==> src/pixel_pkg.sv <==
/*
  Sample type for the running-median datapath and its bench.
  The two extreme values bound the rank chain and mark empty slots.
*/
package pixel_pkg;

  // one 8-bit stream sample
  typedef logic [7:0] pixel_t;

  // lowest sample value, seen below the first rank cell
  localparam pixel_t PIXEL_MIN = 8'h00;

  // highest sample value, seen above the last rank cell
  // also the empty-slot marker, so a partly filled window
  // simply holds all ones in the slots not yet written
  localparam pixel_t PIXEL_MAX = 8'hff;

endpackage

==> src/window_pkg.sv <==
/*
  Window geometry and fill-tracking types for the running-median filter.
  The default length is set on the top level and passed down.
*/
package window_pkg;

  // default number of samples in the window, must be odd
  localparam int DEFAULT_WINDOW_LEN = 7;

  // samples taken since reset, 4 bits allow windows up to 15
  typedef logic [3:0] fill_cnt_t;

  // fill tracker states
  // FILLING until the window has been loaded once, then FULL until reset
  typedef enum logic {
    FILLING,
    FULL
  } fill_state_t;

endpackage
==> src/median_filter_top.sv <==
/*
  Running-median filter over a stream of 8-bit samples, one result per strobe.
  Output appears two edges after the strobe edge once WINDOW_LEN samples are in.
*/
`timescale 1ns/1ns

module median_filter_top #(
  parameter int WINDOW_LEN = window_pkg::DEFAULT_WINDOW_LEN
) (
  input  logic              CLK,
  input  logic              RST,
  input  pixel_pkg::pixel_t din,
  input  logic              in_en,
  output logic              out_valid,
  output pixel_pkg::pixel_t dout
);

  import pixel_pkg::*;

  // sample leaving the window on this strobe
  pixel_t oldest;
  // window full after the last strobe
  logic   window_ready;
  // middle rank after the last strobe
  pixel_t median;

  // history and sorter run side by side on the same strobe
  window_history #(
    .WINDOW_LEN (WINDOW_LEN)
  ) window_history_inst (
    .CLK          (CLK),
    .RST          (RST),
    .din          (din),
    .in_en        (in_en),
    .oldest       (oldest),
    .window_ready (window_ready)
  );

  rank_sorter #(
    .WINDOW_LEN (WINDOW_LEN)
  ) rank_sorter_inst (
    .CLK    (CLK),
    .RST    (RST),
    .in_en  (in_en),
    .din    (din),
    .oldest (oldest),
    .median (median)
  );

  median_out median_out_inst (
    .CLK          (CLK),
    .RST          (RST),
    .window_ready (window_ready),
    .median       (median),
    .out_valid    (out_valid),
    .dout         (dout)
  );

endmodule

==> src/median_out.sv <==
/*
  Output stage of the running-median filter.
  Registers the median one cycle after a full-window update and pulses out_valid.
*/
`timescale 1ns/1ns

module median_out (
  input  logic              CLK,
  input  logic              RST,
  input  logic              window_ready,
  input  pixel_pkg::pixel_t median,
  output logic              out_valid,
  output pixel_pkg::pixel_t dout
);

  import pixel_pkg::*;

  // valid pulse follows window_ready by one cycle
  always_ff @(posedge CLK or posedge RST) begin
    if (RST) begin
      out_valid <= 1'b0;
    end else begin
      out_valid <= window_ready;
    end
  end

  // dout keeps its last median between pulses
  always_ff @(posedge CLK or posedge RST) begin
    if (RST) begin
      dout <= PIXEL_MIN;
    end else if (window_ready) begin
      dout <= median;
    end
  end

endmodule

==> src/rank_cell.sv <==
/*
  One cell of the sorted rank array.
  On each update it makes room for the inserted sample or closes the gap of the deleted one.
*/
`timescale 1ns/1ns

module rank_cell (
  input  logic              CLK,
  input  logic              RST,
  input  pixel_pkg::pixel_t ins,
  input  pixel_pkg::pixel_t del,
  input  pixel_pkg::pixel_t prev,
  input  pixel_pkg::pixel_t next,
  output pixel_pkg::pixel_t value
);

  import pixel_pkg::*;

  pixel_t value_r;
  pixel_t value_nxt;

  assign value = value_r;

  always_comb begin
    value_nxt = value_r;
    if (ins < del) begin
      // smaller sample enters, entries in (ins, del] move up one rank
      if ((value_r > ins) && (value_r <= del)) begin
        value_nxt = (prev > ins) ? prev : ins;
      end
    end else if (ins > del) begin
      // larger sample enters, entries in [del, ins) move down one rank
      if ((value_r < ins) && (value_r >= del)) begin
        value_nxt = (next < ins) ? next : ins;
      end
    end
    // equal values leave the array as it is
  end

  // empty cell holds the all-ones marker
  always_ff @(posedge CLK or posedge RST) begin
    if (RST) begin
      value_r <= PIXEL_MAX;
    end else begin
      value_r <= value_nxt;
    end
  end

endmodule

==> src/rank_sorter.sv <==
/*
  Sorted array of WINDOW_LEN rank cells, ascending from index 0.
  Insert and delete happen in the same cycle; the middle cell is the median.
*/
`timescale 1ns/1ns

module rank_sorter #(
  parameter int WINDOW_LEN = window_pkg::DEFAULT_WINDOW_LEN
) (
  input  logic              CLK,
  input  logic              RST,
  input  logic              in_en,
  input  pixel_pkg::pixel_t din,
  input  pixel_pkg::pixel_t oldest,
  output pixel_pkg::pixel_t median
);

  import pixel_pkg::*;

  pixel_t ins_val;
  pixel_t del_val;
  pixel_t cell_val [WINDOW_LEN];

  // idle cycle presents equal insert and delete, so no cell moves
  assign ins_val = in_en ? din : PIXEL_MAX;
  assign del_val = in_en ? oldest : PIXEL_MAX;

  for (genvar i = 0; i < WINDOW_LEN; i++) begin : g_cell
    pixel_t prev_val;
    pixel_t next_val;

    // lower neighbour, bottom of chain sees the minimum
    if (i == 0) begin : g_bottom
      assign prev_val = PIXEL_MIN;
    end else begin : g_lower
      assign prev_val = cell_val[i-1];
    end

    // upper neighbour, top of chain sees the maximum
    if (i == WINDOW_LEN - 1) begin : g_top
      assign next_val = PIXEL_MAX;
    end else begin : g_upper
      assign next_val = cell_val[i+1];
    end

    rank_cell rank_cell_inst (
      .CLK   (CLK),
      .RST   (RST),
      .ins   (ins_val),
      .del   (del_val),
      .prev  (prev_val),
      .next  (next_val),
      .value (cell_val[i])
    );
  end

  // middle rank of an odd-length window
  assign median = cell_val[WINDOW_LEN/2];

endmodule

==> src/window_history.sv <==
/*
  Delay line of the last WINDOW_LEN samples with fill tracking.
  Presents the sample about to leave the window and flags a full window.
*/
`timescale 1ns/1ns

module window_history #(
  parameter int WINDOW_LEN = window_pkg::DEFAULT_WINDOW_LEN
) (
  input  logic              CLK,
  input  logic              RST,
  input  pixel_pkg::pixel_t din,
  input  logic              in_en,
  output pixel_pkg::pixel_t oldest,
  output logic              window_ready
);

  import pixel_pkg::*;
  import window_pkg::*;

  // count value when the strobe in flight is the WINDOW_LEN-th one
  localparam fill_cnt_t LAST_FILL = fill_cnt_t'(WINDOW_LEN - 1);

  pixel_t      hist [WINDOW_LEN];
  fill_cnt_t   fill_cnt;
  fill_state_t state;
  logic        full_after;

  // the last entry leaves the window on the next strobe
  assign oldest = hist[WINDOW_LEN-1];

  // window holds WINDOW_LEN real samples once this strobe is taken
  assign full_after = in_en && ((state == FULL) || (fill_cnt == LAST_FILL));

  // shift register, empty slots hold the all-ones marker
  always_ff @(posedge CLK or posedge RST) begin
    if (RST) begin
      for (int i = 0; i < WINDOW_LEN; i++) begin
        hist[i] <= PIXEL_MAX;
      end
    end else if (in_en) begin
      hist[0] <= din;
      for (int i = 1; i < WINDOW_LEN; i++) begin
        hist[i] <= hist[i-1];
      end
    end
  end

  // fill tracker FSM with its sample counter
  always_ff @(posedge CLK or posedge RST) begin
    if (RST) begin
      state    <= FILLING;
      fill_cnt <= '0;
    end else begin
      case (state)
        FILLING: begin
          if (in_en) begin
            fill_cnt <= fill_cnt + fill_cnt_t'(1);
            if (fill_cnt == LAST_FILL) begin
              state <= FULL;
            end
          end
        end
        FULL: begin
          // stays here until reset
          state <= FULL;
        end
        default: begin
          state <= FILLING;
        end
      endcase
    end
  end

  // one pulse per accepted strobe once the window is full
  always_ff @(posedge CLK or posedge RST) begin
    if (RST) begin
      window_ready <= 1'b0;
    end else begin
      window_ready <= full_after;
    end
  end

endmodule

==> config.mk <==
export PLATFORM = sky130hd
export DESIGN_NAME = median_filter_top
export DESIGN_NICKNAME = d
export VERILOG_FILES = /design/src/pixel_pkg.sv /design/src/window_pkg.sv /design/src/median_filter_top.sv /design/src/median_out.sv /design/src/rank_cell.sv /design/src/rank_sorter.sv /design/src/window_history.sv
export SDC_FILE = /design/constraint.sdc
export NUM_CORES = 1
export LEC_CHECK = 0
export BUFFER_PORTS_ARGS = -buffer_cell sky130_fd_sc_hd__buf_2
export CAP_MARGIN = 25
export CORE_AREA = 5 5 180 182
export CTS_BUF_LIST = sky130_fd_sc_hd__clkbuf_8
export DETAILED_ROUTE_END_ITERATION = 8
export DIE_AREA = 0 0 185 187
export GPL_TIMING_DRIVEN = 0
export HOLD_SLACK_MARGIN = 0.05
export PLACE_DENSITY = 0.59
export SLEW_MARGIN = 15
export SYNTH_ARGS = -nofsm -noshare
export SYNTH_HDL_FRONTEND = slang
export SYNTH_HIERARCHICAL = 1
export SYNTH_SLANG_ARGS = --single-unit
==> constraint.sdc <==
create_clock -name CLK -period 3.2 [get_ports CLK]
set_input_delay 0.32 -clock CLK [delete_from_list [all_inputs] [get_ports CLK]]
set_output_delay 0.32 -clock CLK [all_outputs]
set_load 0.1 [all_outputs]
After elaboration in Yosys (flattened, before gate mapping)
Index checks and enable logic that the tools add are counted.

cells by class
  add/subtract/negate cells = 1
  reduce and logical (&&, ||, !) cells = 32
  magnitude comparators = 32
  muxes and demuxes = 47
  equality and inequality tests = 8
  bitwise operators = 1

operator list
  operator                                                             number
  8-bit two-way mux                                                    44
  8-bit > comparator                                                   8
  8-bit less-than comparator                                           8
  8-bit >= comparator                                                  7
  8-bit less-or-equal comparator                                       7
  3-bit AND reduction                                                  7
  2-bit nonzero test                                                   8
  1-bit logical AND                                                    15
  2-bit != test, second input constant                                 6
  1-bit by 8-bit > comparator with 1-bit output, first input constant  1
  8-bit less-than comparator, first input constant                     1
  4-bit by 1-bit adder with 4-bit output, second input constant        1
  4-bit by 3-bit == test with 1-bit output, second input constant      1
  1-bit two-way mux                                                    2
  2-bit by 1-bit != test with 1-bit output, second input constant      1
  1-bit case mux with 2 select lines                                   1
  2-bit AND reduction                                                  1
  1-bit logical OR                                                     1
  1-bit NOT                                                            1

word-level totals
  output and inout port bits = 9
  register bits = 127
  input port bits = 11
  logic and storage cells = 140

Depth between registers and ports, before layout
Gate-level depths: netlist of run 1.

  depth after elaboration = 6
  mapped depth = 13
  mapped depth without buffers = 10

By module
Netlist of run 1, hierarchy kept.

by module, submodules not included
  module          sequential area each (µm²)  area each (µm²)  cells an instance  instances
  rank_cell       210.2                       1387.6           153                7
  window_history  1621.6                      2469.9           147                1
  median_out      225.2                       360.3            19                 1
  rank_sorter     0.0                         118.9            19                 1

Least setup slack after synthesis of run 1
No wires, ideal clock.

  path kind = in2reg
  start = input in_en
  end = register rank_sorter_inst.g_cell[3].rank_cell_inst.value_r[1]
  stages on the path = 13
  path slack = 0.475 ns
  buffers on the path = 3
  data arrival time = 2.666 ns
  required time = 3.141 ns
  library setup time = 0.059 ns
  cell sequence = buf_2 -> nand2b_1 -> inv_1 -> ha_1 -> nand4b_1 -> a31oi_1 -> a211oi_4 -> a211o_2 -> buf_6 -> and2_4 -> buf_6 -> a21oi_1 -> mux2_4

on the way
  word-level cells in the longest chain between the ends = 6
  elaborated cells between the ends (all ways) = 22
  those cells by class = 8 x order compare; 1 x eq/ne; 8 x mux; 5 x reduce/logical

ends and longest elaborated chain
  item                             RTL line                 RTL
  start, declared                  median_filter_top.sv:13  input logic in_en,
  8-bit two-way mux (*)            rank_sorter.sv:25        assign ins_val = in_en ? din : PIXEL_MAX;
  net rank_sorter_inst.ins_val[0]  rank_sorter.sv:20        pixel_t ins_val;
  8-bit less-than comparator       rank_cell.sv:34          value_nxt = (next < ins) ? next : ins;
  8-bit two-way mux                rank_cell.sv:34
  8-bit two-way mux                rank_cell.sv:33          if ((value_r < ins) && (value_r >= del)) begin
  8-bit two-way mux                rank_cell.sv:31          end else if (ins > del) begin
  8-bit two-way mux                rank_cell.sv:26          if (ins < del) begin
  end signal, assigned             rank_cell.sv:45          value_r <= value_nxt;
  end, declared                    rank_cell.sv:19          pixel_t value_r;

The timed path passes the listed nets; every way through them passes the cells marked *. The select of a mux whose other input is x is not followed.
A chain may end at the register's enable or synchronous reset.

Final worst setup path of run 1
  start = register window_history_inst.hist (netlist bit window_history_inst/oldest[7])
  end = register rank_sorter_inst.g_cell[1].rank_cell_inst.value_r[0]

on the way
  word-level cells in the longest chain between the ends = 5
  elaborated cells between the ends (all ways) = 12
  those cells by class = 4 x order compare; 1 x eq/ne; 2 x mux; 5 x reduce/logical

ends and longest elaborated chain
  item                                                                   RTL line                          RTL
  start, declared                                                        window_history.sv:24              pixel_t hist [WINDOW_LEN];
  start signal, assigned by index                                        window_history.sv:44              hist[i] <= hist[i-1];
  8-bit two-way mux (*)                                                  rank_sorter.sv:26                 assign del_val = in_en ? oldest : PIXEL_MAX;
  net rank_sorter_inst.del_val[7]                                        rank_sorter.sv:21                 pixel_t del_val;
  8-bit less-or-equal comparator or 8-bit >= comparator (tied branches)  rank_cell.sv:28, rank_cell.sv:33
  1-bit logical AND, on equally long branches                            rank_cell.sv:28, rank_cell.sv:33
  2-bit != test (no source line) or 2-bit nonzero test (tied branches)   --
  3-bit AND reduction (no source line)                                   --
  end signal, assigned                                                   rank_cell.sv:45
  end, declared                                                          rank_cell.sv:19

The timed path passes the listed nets; every way through them passes the cells marked *.

==> results of run 1 <==
worst max-delay path: stages (launching register included):
cell	delay, ns
dfstp_2	0.55
buf_4	0.09
or2b_2	0.25
inv_1	0.11
ha_1	0.33
nand4_1	0.17
a31oi_1	0.10
a211oi_4	0.37
o21ai_1	0.14
or3_1	0.32
o21a_1	0.12
buf_6	0.15
mux2_4	0.30
per-stage QoR:
step / instances / TNS, ns / total power, mW
6_report: 1736 / 0 / 12.4
5_1_grt: 1736 / 0 / 13.4
4_1_cts: 1736 / 0 / 12.5
3_5_place_dp: 1703 / -35.44 / 11.0
3_3_place_gp: 1701 / -41.85 / 10.8
2_1_floorplan: 1286 / 0 / 9.24
cell usage after synthesis:
master	n
o211ai_1	28
a31oi_1	14
nor3_1	14
dfrtp_1	15
o21ai_0	28
inv_1	136
a211oi_4	7
nor2_1	22
nand2_1	36
mux2_1	18
or3_1	7
mux2_2	38
xnor2_1	3
o22ai_1	56
o221ai_2	7
or2b_1	5
mux2_4	64
a21oi_2	7
buf_6	25
nor2b_1	28
and2_4	7
conb_1	2
and2b_1	1
and3b_1	1
nand2b_1	11
nand3_1	21
buf_4	8
dfstp_2	112
a211o_2	7
o21a_1	8
nand4_1	57
a21o_1	22
nand4b_1	7
buf_2	4
a211oi_1	7
o21ai_1	7
a21oi_1	134
nor4_1	7
ha_1	275
metal layers:
layer | track usage [%] | vias to the layer above | wire length (µm)
met3 | 2.61 | 48 | 1260
li1 | - | 4806 | -
met1 | 25.5 | 4730 | 15500
met4 | 6.49 | 0 | 900
met2 | 31.7 | 223 | 15500
met5 | 0 | - | 0
cell type report:
cell class                      instances  area (µm²)  area share, %
Inverter                              136         513           3.70
Sequential cell                       127        3320           24.0
Buffer                                 37         364           2.63
Tap cell                              396         495           3.58
Multi-Input combinational cell        986        8630           62.3
Clock buffer                           17         234           1.69
Timing Repair Buffer                   22         135          0.976
Clock inverter                         15         161           1.17
cell usage in the layout (no fill, tap or decap), types with 8 or more instances in the layout:
cell type,synthesis,final
a21o_1,22,22
a21oi_1,134,134
a31oi_1,14,14
buf_2,4,22
buf_4,8,8
buf_6,25,25
clkbuf_8,0,17
conb_1,2,32
dfrtp_1,15,15
dfstp_2,112,112
ha_1,275,275
inv_1,136,135
mux2_1,18,18
mux2_2,38,38
mux2_4,64,64
nand2_1,36,36
nand3_1,21,21
nand4_1,57,57
nor2_1,22,22
nor2b_1,28,28
nor3_1,14,14
o211ai_1,28,28
o21a_1,8,8
o21ai_0,28,28
o22ai_1,56,56
what timing repair did:
item	CTS	global route
cloned	0	0
setup endpoints to repair	56	56
gates resized for setup	7	11
hold buffers	1	0
endpoints found under the hold margin	9	0
path summary, 6_finish.rpt:
check	from	slack, ns	cells after the start	endpoint
worst max-delay path	window_history_inst/oldest[7]$_DFFE_PP1P_	0.12	12	flip-flop
worst min-delay path	din[5]	0.10	2	window_history_inst/hist[53]$_DFFE_PP1P_
worst max register to register	window_history_inst/oldest[7]$_DFFE_PP1P_	0.12	12	flip-flop
worst min register to register	window_history_inst/fill_cnt[3]$_DFFE_PP0P_	0.47	1	window_history_inst/fill_cnt[3]$_DFFE_PP0P_
max in group asynchronous	RST	1.99	3	window_history_inst/state$_DFF_PP0_
min in group asynchronous	RST	0.57	3	median_out_inst/dout[3]$_DFFE_PP0P_
power by group through the flow:
stage / Combinational [mW] / Clock [mW] / Sequential, mW
detailed placement: 7.26 / 0 / 3.75
floorplan: 5.78 / 0 / 3.46
global route: 8.11 / 1.50 / 3.82
global placement: 7.05 / 0 / 3.74
CTS: 7.29 / 1.45 / 3.73
finish: 7.32 / 1.40 / 3.73
state kept, by name (all words and copies together) (netlist names):
signal                                        count
median_out_inst/dout                              8
window_history_inst/state                         1
window_history_inst/window_ready                  1
rank_sorter_inst/g_cell.rank_cell_inst/value     56
window_history_inst/hist                         48
window_history_inst/oldest                        8
window_history_inst/fill_cnt                      4
median_out_inst/out_valid                         1
cell families after synthesis:
| group | share of synthesized area [%] |
|---|---|
| xor+xnor | 0.208 |
| simple gates | 9.93 |
| other cells | 0.0593 |
| mux | 12.6 |
| flops | 26.2 |
| compound gates | 17.0 |
| fa+ha+maj | 27.2 |
| buf+inv | 6.89 |
==> results.md, run 1 <==
- Outcome: complete, no violations
- IO buf count: 19
- Power share of the combinational group: 58.8%
- Gpl congestion: 0.871
- Worst-Skew Late Latency: 0.47 ns
- Fin. Hold Viols: 0
- Row count: 64
- DP Worst Slack: -0.776 ns
- Vias per cell: 5.65
- # DRC: 0
- Power share of the clock group: 11.2%
- Area leader, netlist: ha_1
- Routed len/inst: 19.1 µm
- Grt total ovfl: 0
- Syn Area/Cell: 10.1 µm²
- Max Fclk: 0.324 GHz
- Main area contributors after synthesis: ha_1, dfstp_2, mux2_4
- Startpoint types: flip-flop
- Final hold slack: 0.103 ns
- Final nets: 1613
- DPL Wire Length: 24.6 mm
- CTS tree: done
- Vias in the first global route: 9711
- Total GRT Usage: 19.1%
- Seq/Total Area, Yosys: 26.2%
- Worst vdd ir: 329 µV
- Post-DP Area: 13400 µm²
- PwrDens: 899 nW/µm²
- Final instance area: 13900 µm²
- Longest Clk Path Bufs: 2
- Relative slew slack: 51.0%
- Drt initial violations: 538
- Syn Std Cell Area: 12700 µm²
- Root buf cell: clkbuf_8
- Post-route antenna net violation count: 0
- Largest net degree at the start of global routing: 63
- Routed wire length: 33.2 mm
- RSZ-0062 raised after global routing: no
- Util after Layout: 45.5%
- Reg power frac: 30.0%
- Die H: 187 µm
- Final worst slack: 0.116 ns
- Net Sw Power: 5.60 mW
- Yosys warning count: 6
- Initial antenna violation count: 0
- Die Width: 185 µm
- Tightest Pin Transition: 0.735 ns
- Initial core utilization: 41.6%
- Count of cell types in the netlist: 39
- Worst EP arrival: 3.48 ns
- Switching Share: 45.0%
- Final Cycle Share: 96.4%
- Setup Buffers After CTS: 0
- Final Slew Violations: 0
- CP required: 3.59 ns
- Min-Delay Path Class: primary input to flip-flop
- Fill cell count: 2926
- Tmin final: 3.08 ns
- Inserted Diodes: 0
- Die area: 34600 µm²
- H-tree Lvls: 4
- Global-route wire length before repair: 52.2 mm
- Number of CTS-inserted buffers: 17
- Area Overhead vs Synth: 9.40%
- Largest fanout on the critical path: 8
- Yosys reg bits: 127
- Final setup fails: 0
- LEAKAGE: 6.83 nW
- Int Power: 6.85 mW
- Cells after synthesis: 1256
- Share of cells above drive strength 1: 26.5%
- Total vias in the final route: 9807
- Clock sink count: 127
- DR pass1 iterations: 5
- Crit path kind: flip-flop to flip-flop
- Skew final: 0.0221 ns
- Worst-path clk slew: 0.10 ns
- Core area: 30400 µm²
- Post-synth top area share: 27.2%
- Setup crit end kind: flip-flop
- MaxCap Viol Count: 0
- Num ports: 20
Note: power is estimated with default switching activity, not from simulation.
==> run 2, diff against run 1 <==
CORE_AREA = 2 2 177 179   (was 5 5 180 182)
DIE_AREA = 0 0 179 181   (was 0 0 185 187)
==> run 2 against run 1 <==
Hold slack better by 0.012 ns. Routed wire length shrank 1.2%. Non-clock buffer count did not move. Total power rose by 0.73%. Cell count unchanged. Via count is 0.50% higher. Sequential power about the same. Fmax is essentially flat. Highest routed layer unchanged. Die area down 6.3%.
==> results.md, run 2 (synthesized netlist as in run 1, its figures left out) <==
- Outcome: complete, no violations (unchanged)
- Fin. Hold Viols: 0 (unchanged)
- Switching Share: 44.7% (was 45.0%)
- Vias per cell: 5.68 (was 5.65)
- Tightest Pin Transition: 0.747 ns (was 0.735 ns)
- Largest net degree at the start of global routing: 63 (unchanged)
- Power share of the combinational group: 58.5% (was 58.8%)
- DR pass1 iterations: 5 (unchanged)
- LEAKAGE: 6.85 nW (was 6.83 nW)
- # DRC: 0 (unchanged)
- Most common cell after layout, fill and taps aside: ha_1 (unchanged)
- DPL Wire Length: 24.5 mm (was 24.6 mm)
- Relative slew slack: 50.2% (was 51.0%)
- Worst-path clk slew: 0.09 ns (was 0.10 ns)
- Number of CTS-inserted buffers: 17 (unchanged)
- Largest register FFs: 56 (unchanged)
- Area Overhead vs Synth: 9.72% (was 9.40%)
- Longest Clk Path Bufs: 2 (unchanged)
- Startpoint types: flip-flop (unchanged)
- Routed len/inst: 18.9 µm (was 19.1 µm)
- Grt total ovfl: 0 (unchanged)
- Final Instance Count excl. Fillers: 1736 (unchanged)
- Routed wire length: 32.8 mm (was 33.2 mm)
- Crit path max-delay family: simple AND/OR/NAND/NOR gates (unchanged)
- Power share of the clock group: 11.8% (was 11.2%)
- Setup crit end kind: flip-flop (unchanged)
- Total vias in the final route: 9856 (was 9807)
- Final setup fails: 0 (unchanged)
- Min-Delay Path Class: primary input to flip-flop (unchanged)
- Total GRT Usage: 21.0% (was 19.1%)
- Gpl congestion: 0.835 (was 0.871)
- Die H: 181 µm (was 187 µm)
- Die Width: 179 µm (was 185 µm)
- Row count: 64 (unchanged)
- Share of cells above drive strength 1: 26.6% (was 26.5%)
- Root buf cell: clkbuf_8 (unchanged)
- Inserted Diodes: 0 (unchanged)
- Clock sink count: 127 (unchanged)
- Final Cycle Share: 96.3% (was 96.4%)
- Crit-path max cell delay: 0.54 ns (was 0.55 ns)
- Final nets: 1613 (unchanged)
- Worst-Skew Late Latency: 0.47 ns (about the same)
- Tmin final: 3.08 ns (about the same)
- Vias in the first global route: 9855 (was 9711)
- Worst vdd ir: 358 µV (was 329 µV)
- Reg power frac: 29.7% (was 30.0%)
- WP buf/inv: 3 (unchanged)
- CP required: 3.60 ns (was 3.59 ns)
- Core area: 30300 µm² (was 30400 µm²)
- Setup TNS: 0 ns (unchanged)
- Crit path kind: flip-flop to flip-flop (unchanged)
- CP max-delay cell: dfstp_2 (unchanged)
- Max Fclk: 0.324 GHz (about the same)
- Int Power: 6.94 mW (was 6.85 mW)
- RSZ-0062 raised after global routing: no (unchanged)
- Initial core utilization: 41.7% (was 41.6%)
- H-tree Lvls: 4 (unchanged)
- Net Sw Power: 5.60 mW (about the same)
- Post-route antenna net violation count: 0 (unchanged)
- Initial antenna violation count: 0 (unchanged)
- Die area: 32400 µm² (was 34600 µm²)
- Most frequent cells in the layout: ha_1, inv_1, a21oi_1 (unchanged)
- Worst EP arrival: 3.48 ns (about the same)
- Global-route wire length before repair: 52.9 mm (was 52.2 mm)
- PwrDens: 903 nW/µm² (was 899 nW/µm²)
- Num ports: 20 (unchanged)
- Final Slew Violations: 0 (unchanged)
- Skew final: 0.0153 ns (was 0.0221 ns)
- Largest fanout on the critical path: 8 (unchanged)
- IO buf count: 19 (unchanged)
- CTS tree: done (unchanged)
- Crit path cell chain: buf_4, or2b_2, inv_1, ha_1, nand4_1, a31oi_1, a211oi_4, o21ai_1, or3_1, o21a_1, buf_6, mux2_4 (unchanged)
- Drt initial violations: 620 (was 538)
- MaxCap Viol Count: 0 (unchanged)
- Placed cell count: 1703 (unchanged)
## run 2: per-layer routing
| metal | routed length, µm | vias up | GRT usage [%] |
|---|---|---|---|
| met5 | 0 | - | 0 |
| met4 | 716 | 0 | 6.31 |
| met3 | 1210 | 52 | 3.09 |
| met2 | 15200 | 201 | 34.4 |
| met1 | 15600 | 4786 | 28.3 |
| li1 | - | 4817 | - |
## run 2: path summary, 6_finish.rpt
check / start / to / slack (ns) / cells past startpoint
worst max register to register: window_history_inst/oldest[7]$_DFFE_PP1P_ / flip-flop / 0.12 / 12
worst min register to register: window_history_inst/fill_cnt[3]$_DFFE_PP0P_ / window_history_inst/fill_cnt[3]$_DFFE_PP0P_ / 0.48 / 1
worst max-delay path: window_history_inst/oldest[7]$_DFFE_PP1P_ / flip-flop / 0.12 / 12
worst min-delay path: din[6] / window_history_inst/hist[54]$_DFFE_PP1P_ / 0.11 / 2
min in group asynchronous: RST / median_out_inst/dout[1]$_DFFE_PP0P_ / 0.56 / 3
max in group asynchronous: RST / window_history_inst/state$_DFF_PP0_ / 1.99 / 3
## run 2: timing repair
| item | in CTS | in global routing |
|---|---|---|
| setup buffers | 0 | 0 |
| hold buffers | 1 | 0 |
| hold endpoints to repair | 9 | 0 |
| resized for setup | 7 | 13 |
| setup endpoints to repair | 56 | 56 |
## run 2: through the flow
stage	setup WS (ns)	hold WS, ns	instance area, µm²	util, %	total power, mW
2_1_floorplan	0.475	0.148	12800	-	9.24
3_3_place_gp	-0.784	0.455	13400	44.0	10.8
3_5_place_dp	-0.688	0.460	13400	44.2	11.0
4_1_cts	0.0394	0.0724	13800	45.6	12.5
5_1_grt	0.00308	0.0888	13900	45.8	13.6
6_report	0.118	0.115	13900	45.8	12.5
## run 2: power groups by stage
stage | Sequential (mW) | Clock (mW) | Combinational, mW
finish | 3.73 | 1.48 | 7.33
global route | 3.83 | 1.60 | 8.16
CTS | 3.72 | 1.52 | 7.29
detailed placement | 3.74 | 0 | 7.26
global placement | 3.73 | 0 | 7.04
floorplan | 3.46 | 0 | 5.78
## run 2: area by class of cell
type                    instances  area [µm²]
repair buffers                 22         135
plain buffers                  37         364
clock buffers                  17         234
well taps                     396         495
multi-input cells             986        8640
fillers                      2891       16500
clock inverters                15         190
inverters                     136         513
flip-flops and latches        127        3320
==> run 3, diff against run 2 <==
clock period = 2.9 ns   (was 3.2 ns; I/O delays follow)
==> run 3 against run 2 <==
Register-to-register slack worse by 0.13 ns. Largest power group unchanged. Critical path depth is 1 higher. Critical path type is now primary input to flip-flop. Die area stayed put. The run now ends with setup timing left. Clock skew is 0.0025 ns higher.
==> results.md, run 3 (synthesized netlist as in run 1, its figures left out) <==
- Outcome: finished, violations left (was complete, no violations)
- Failing checks: setup timing
- Net Sw Power: 6.45 mW (was 5.60 mW)
- # DRC: 0 (unchanged)
- Met2 Wirelength: 16.1 mm (was 15.2 mm)
- Top Layer Used: met4 (unchanged)
- Grt total ovfl: 0 (unchanged)
- Relative slew slack: 50.6% (was 50.2%)
- Share of cells above drive strength 1: 35.8% (was 26.6%)
- Gpl congestion: 0.835 (unchanged)
- Int Power: 8.00 mW (was 6.94 mW)
- IO buf count: 19 (unchanged)
- Crit path cell chain: buf_2, buf_8, nand2b_2, buf_8, ha_4, nand4_1, a31oi_4, a211oi_4, o21ai_1, or3_1, o21a_1, buf_6, mux2_4 (was buf_4, or2b_2, inv_1, ha_1, nand4_1, a31oi_1, a211oi_4, o21ai_1, or3_1, o21a_1, buf_6, mux2_4)
- Tightest Pin Transition: 0.741 ns (was 0.747 ns)
- DPL Wire Length: 24.5 mm (unchanged)
- MaxCap Viol Count: 0 (unchanged)
- Initial antenna violation count: 0 (unchanged)
- Global-route wire length before repair: 53.1 mm (was 52.9 mm)
- Final Slew Violations: 0 (unchanged)
- Die H: 181 µm (unchanged)
- Util after Layout: 49.1% (was 45.8%)
- Row count: 64 (unchanged)
- RSZ-0062 raised after global routing: yes (was no)
- Final nets: 1641 (was 1613)
- DR pass1 iterations: 7 (was 5)
- WL met1: 16.2 mm (was 15.6 mm)
- Initial core utilization: 41.7% (unchanged)
- Number of CTS-inserted buffers: 17 (unchanged)
- Design Power: 14.5 mW (was 12.5 mW)
- Crit path kind: primary input to flip-flop (was flip-flop to flip-flop)
- Max Fclk: 0.342 GHz
- Vias per cell: 5.73 (was 5.68)
- Clock sink count: 127 (unchanged)
- Root buf cell: clkbuf_8 (unchanged)
- Final Instance Count excl. Fillers: 1764 (was 1736)
- Switching Share: 44.6% (was 44.7%)
- Final worst slack: -0.0222 ns (was 0.118 ns)
- Die area: 32400 µm² (unchanged)
- PwrDens: 970 nW/µm² (was 903 nW/µm²)
- Most frequent cells in the layout: ha_1, a21oi_1, dfstp_2 (was ha_1, inv_1, a21oi_1)
- Worst-Skew Late Latency: 0.47 ns (about the same)
- Worst vdd ir: 395 µV (was 358 µV)
- Met3 routed WL: 1.47 mm (was 1.21 mm)
- Vias in the first global route: 9913 (was 9855)
- CP required: 3.30 ns (was 3.60 ns)
- Power share of the clock group: 11.3% (was 11.8%)
- H-tree Lvls: 4 (unchanged)
- Min-Delay Path Class: primary input to flip-flop (unchanged)
- Area Overhead vs Synth: 17.7% (was 9.72%)
- Total vias in the final route: 10100 (was 9856)
- Setup TNS: -0.150 ns (was 0 ns)
- Inserted Diodes: 0 (unchanged)
- CP max-delay cell: a211oi_4 (was dfstp_2)
- Most frequent CP cell: buf_8
- Startpoint types: primary input (was flip-flop)
- Num ports: 20 (unchanged)
- Die Width: 179 µm (unchanged)
- Fill cell count: 2777 (was 2891)
- Longest Clk Path Bufs: 2 (unchanged)
- Routed len/inst: 19.6 µm (was 18.9 µm)
- Crit-path max cell delay: 0.36 ns (was 0.54 ns)
- Skew final: 0.0179 ns (was 0.0153 ns)
- Routed wire length: 34.5 mm (was 32.8 mm)
- Total GRT Usage: 21.0% (about the same)
- Final Cycle Share: 101%
- Setup crit end kind: flip-flop (unchanged)
- Most common cell after layout, fill and taps aside: ha_1 (unchanged)
- Tmin final: 2.92 ns
- Final instance area: 14900 µm² (was 13900 µm²)
- Reg power frac: 28.5% (was 29.7%)
- Worst-path clk slew: 0.09 ns (about the same)
- Worst EP arrival: 3.32 ns (was 3.48 ns)
- Power share of the combinational group: 60.2% (was 58.5%)
- LEAKAGE: 6.99 nW (was 6.85 nW)
- Largest fanout on the critical path: 12 (was 8)
- CTS tree: done (unchanged)
- Core area: 30300 µm² (unchanged)
- Largest net degree at the start of global routing: 63 (unchanged)
- Fin. Hold Viols: 0 (unchanged)
- Placed cell count: 1703 (unchanged)
- Largest register FFs: 56 (unchanged)
- Drt initial violations: 655 (was 620)
- Post-route antenna net violation count: 0 (unchanged)
- Post-DP Area: 13400 µm² (unchanged)
- Final setup fails: 8 (was 0)
-- run 3: cell types whose count changed in the layout (fill, tap and decap cells not counted), moves of 6 or more --
cell / before / now
ha_1: 275 / 231
ha_4: 0 / 44
inv_1: 135 / 94
inv_2: 0 / 32
buf_4: 8 / 30
a21oi_1: 134 / 124
inv_4: 1 / 9
nand2b_4: 3 / 10
a21oi_2: 7 / 13
-- run 3: timing repair --
action / CTS / global route
pin swaps: 9 / 40
hold endpoints to repair: 11 / 0
endpoints found under the setup margin: 56 / 56
resized for setup: 28 / 128
buffers inserted: 0 / 29
hold buffers: 3 / 0
gates cloned: 0 / 2
-- run 3: layer usage --
layer | vias to the layer above | GRT usage, %
li1 | 4885 | -
met1 | 4927 | 28.4
met2 | 246 | 34.4
met3 | 57 | 3.20
met4 | 0 | 6.47
met5 | - | 0
-- run 3: power groups by stage --
| stage | clock network (mW) | logic, mW | registers (mW) |
|---|---|---|---|
| after detailed placement | 0 | 8.01 | 4.13 |
| after CTS | 1.68 | 8.09 | 4.11 |
| after floorplan | 0 | 6.38 | 3.82 |
| after global placement | 0 | 7.77 | 4.12 |
| final | 1.63 | 8.70 | 4.13 |
| after global routing | 1.77 | 9.63 | 4.22 |
-- run 3: layout make-up --
type | count | area, µm² | share of cell area, %
buffer | 32 | 330 | 2.22
multi-input combinational | 988 | 9410 | 63.1
clock buffer | 17 | 234 | 1.57
inverter | 136 | 537 | 3.60
tap | 396 | 495 | 3.32
timing repair buffer | 53 | 393 | 2.64
sequential | 127 | 3320 | 22.3
clock inverter | 15 | 190 | 1.28
-- run 3: per-stage QoR --
stage,setup WS [ns],hold WS [ns]
global placement,-1.05,0.455
CTS,0.000351,0.0529
detailed placement,-0.958,0.460
finish,-0.0222,0.0843
global route,-0.0683,0.0631
floorplan,0.205,0.118
-- run 3: final timing paths --
check | start | to | slack (ns) | depth (start not counted)
worst min register to register | window_history_inst/fill_cnt[3]$_DFFE_PP0P_ | window_history_inst/fill_cnt[3]$_DFFE_PP0P_ | 0.48 | 1
worst max register to register | window_history_inst/oldest[4]$_DFFE_PP1P_ | flip-flop | -0.01 | 12
max in group asynchronous | RST | window_history_inst/state$_DFF_PP0_ | 1.73 | 3
min in group asynchronous | RST | median_out_inst/dout[7]$_DFFE_PP0P_ | 0.53 | 3
worst max-delay path | in_en | flip-flop | -0.02 | 13
worst min-delay path | din[4] | window_history_inst/hist[52]$_DFFE_PP1P_ | 0.08 | 2
-- run 3: worst max-delay path: cells and delay by family --
family | cells | cell delay (ns)
multiplexers | 1 | 0.30
adder cells (fa/ha/maj) | 1 | 0.27
AO/OA/AOI/OAI | 4 | 0.68
AND/OR/NAND/NOR | 3 | 0.80
buffers and inverters | 4 | 0.96
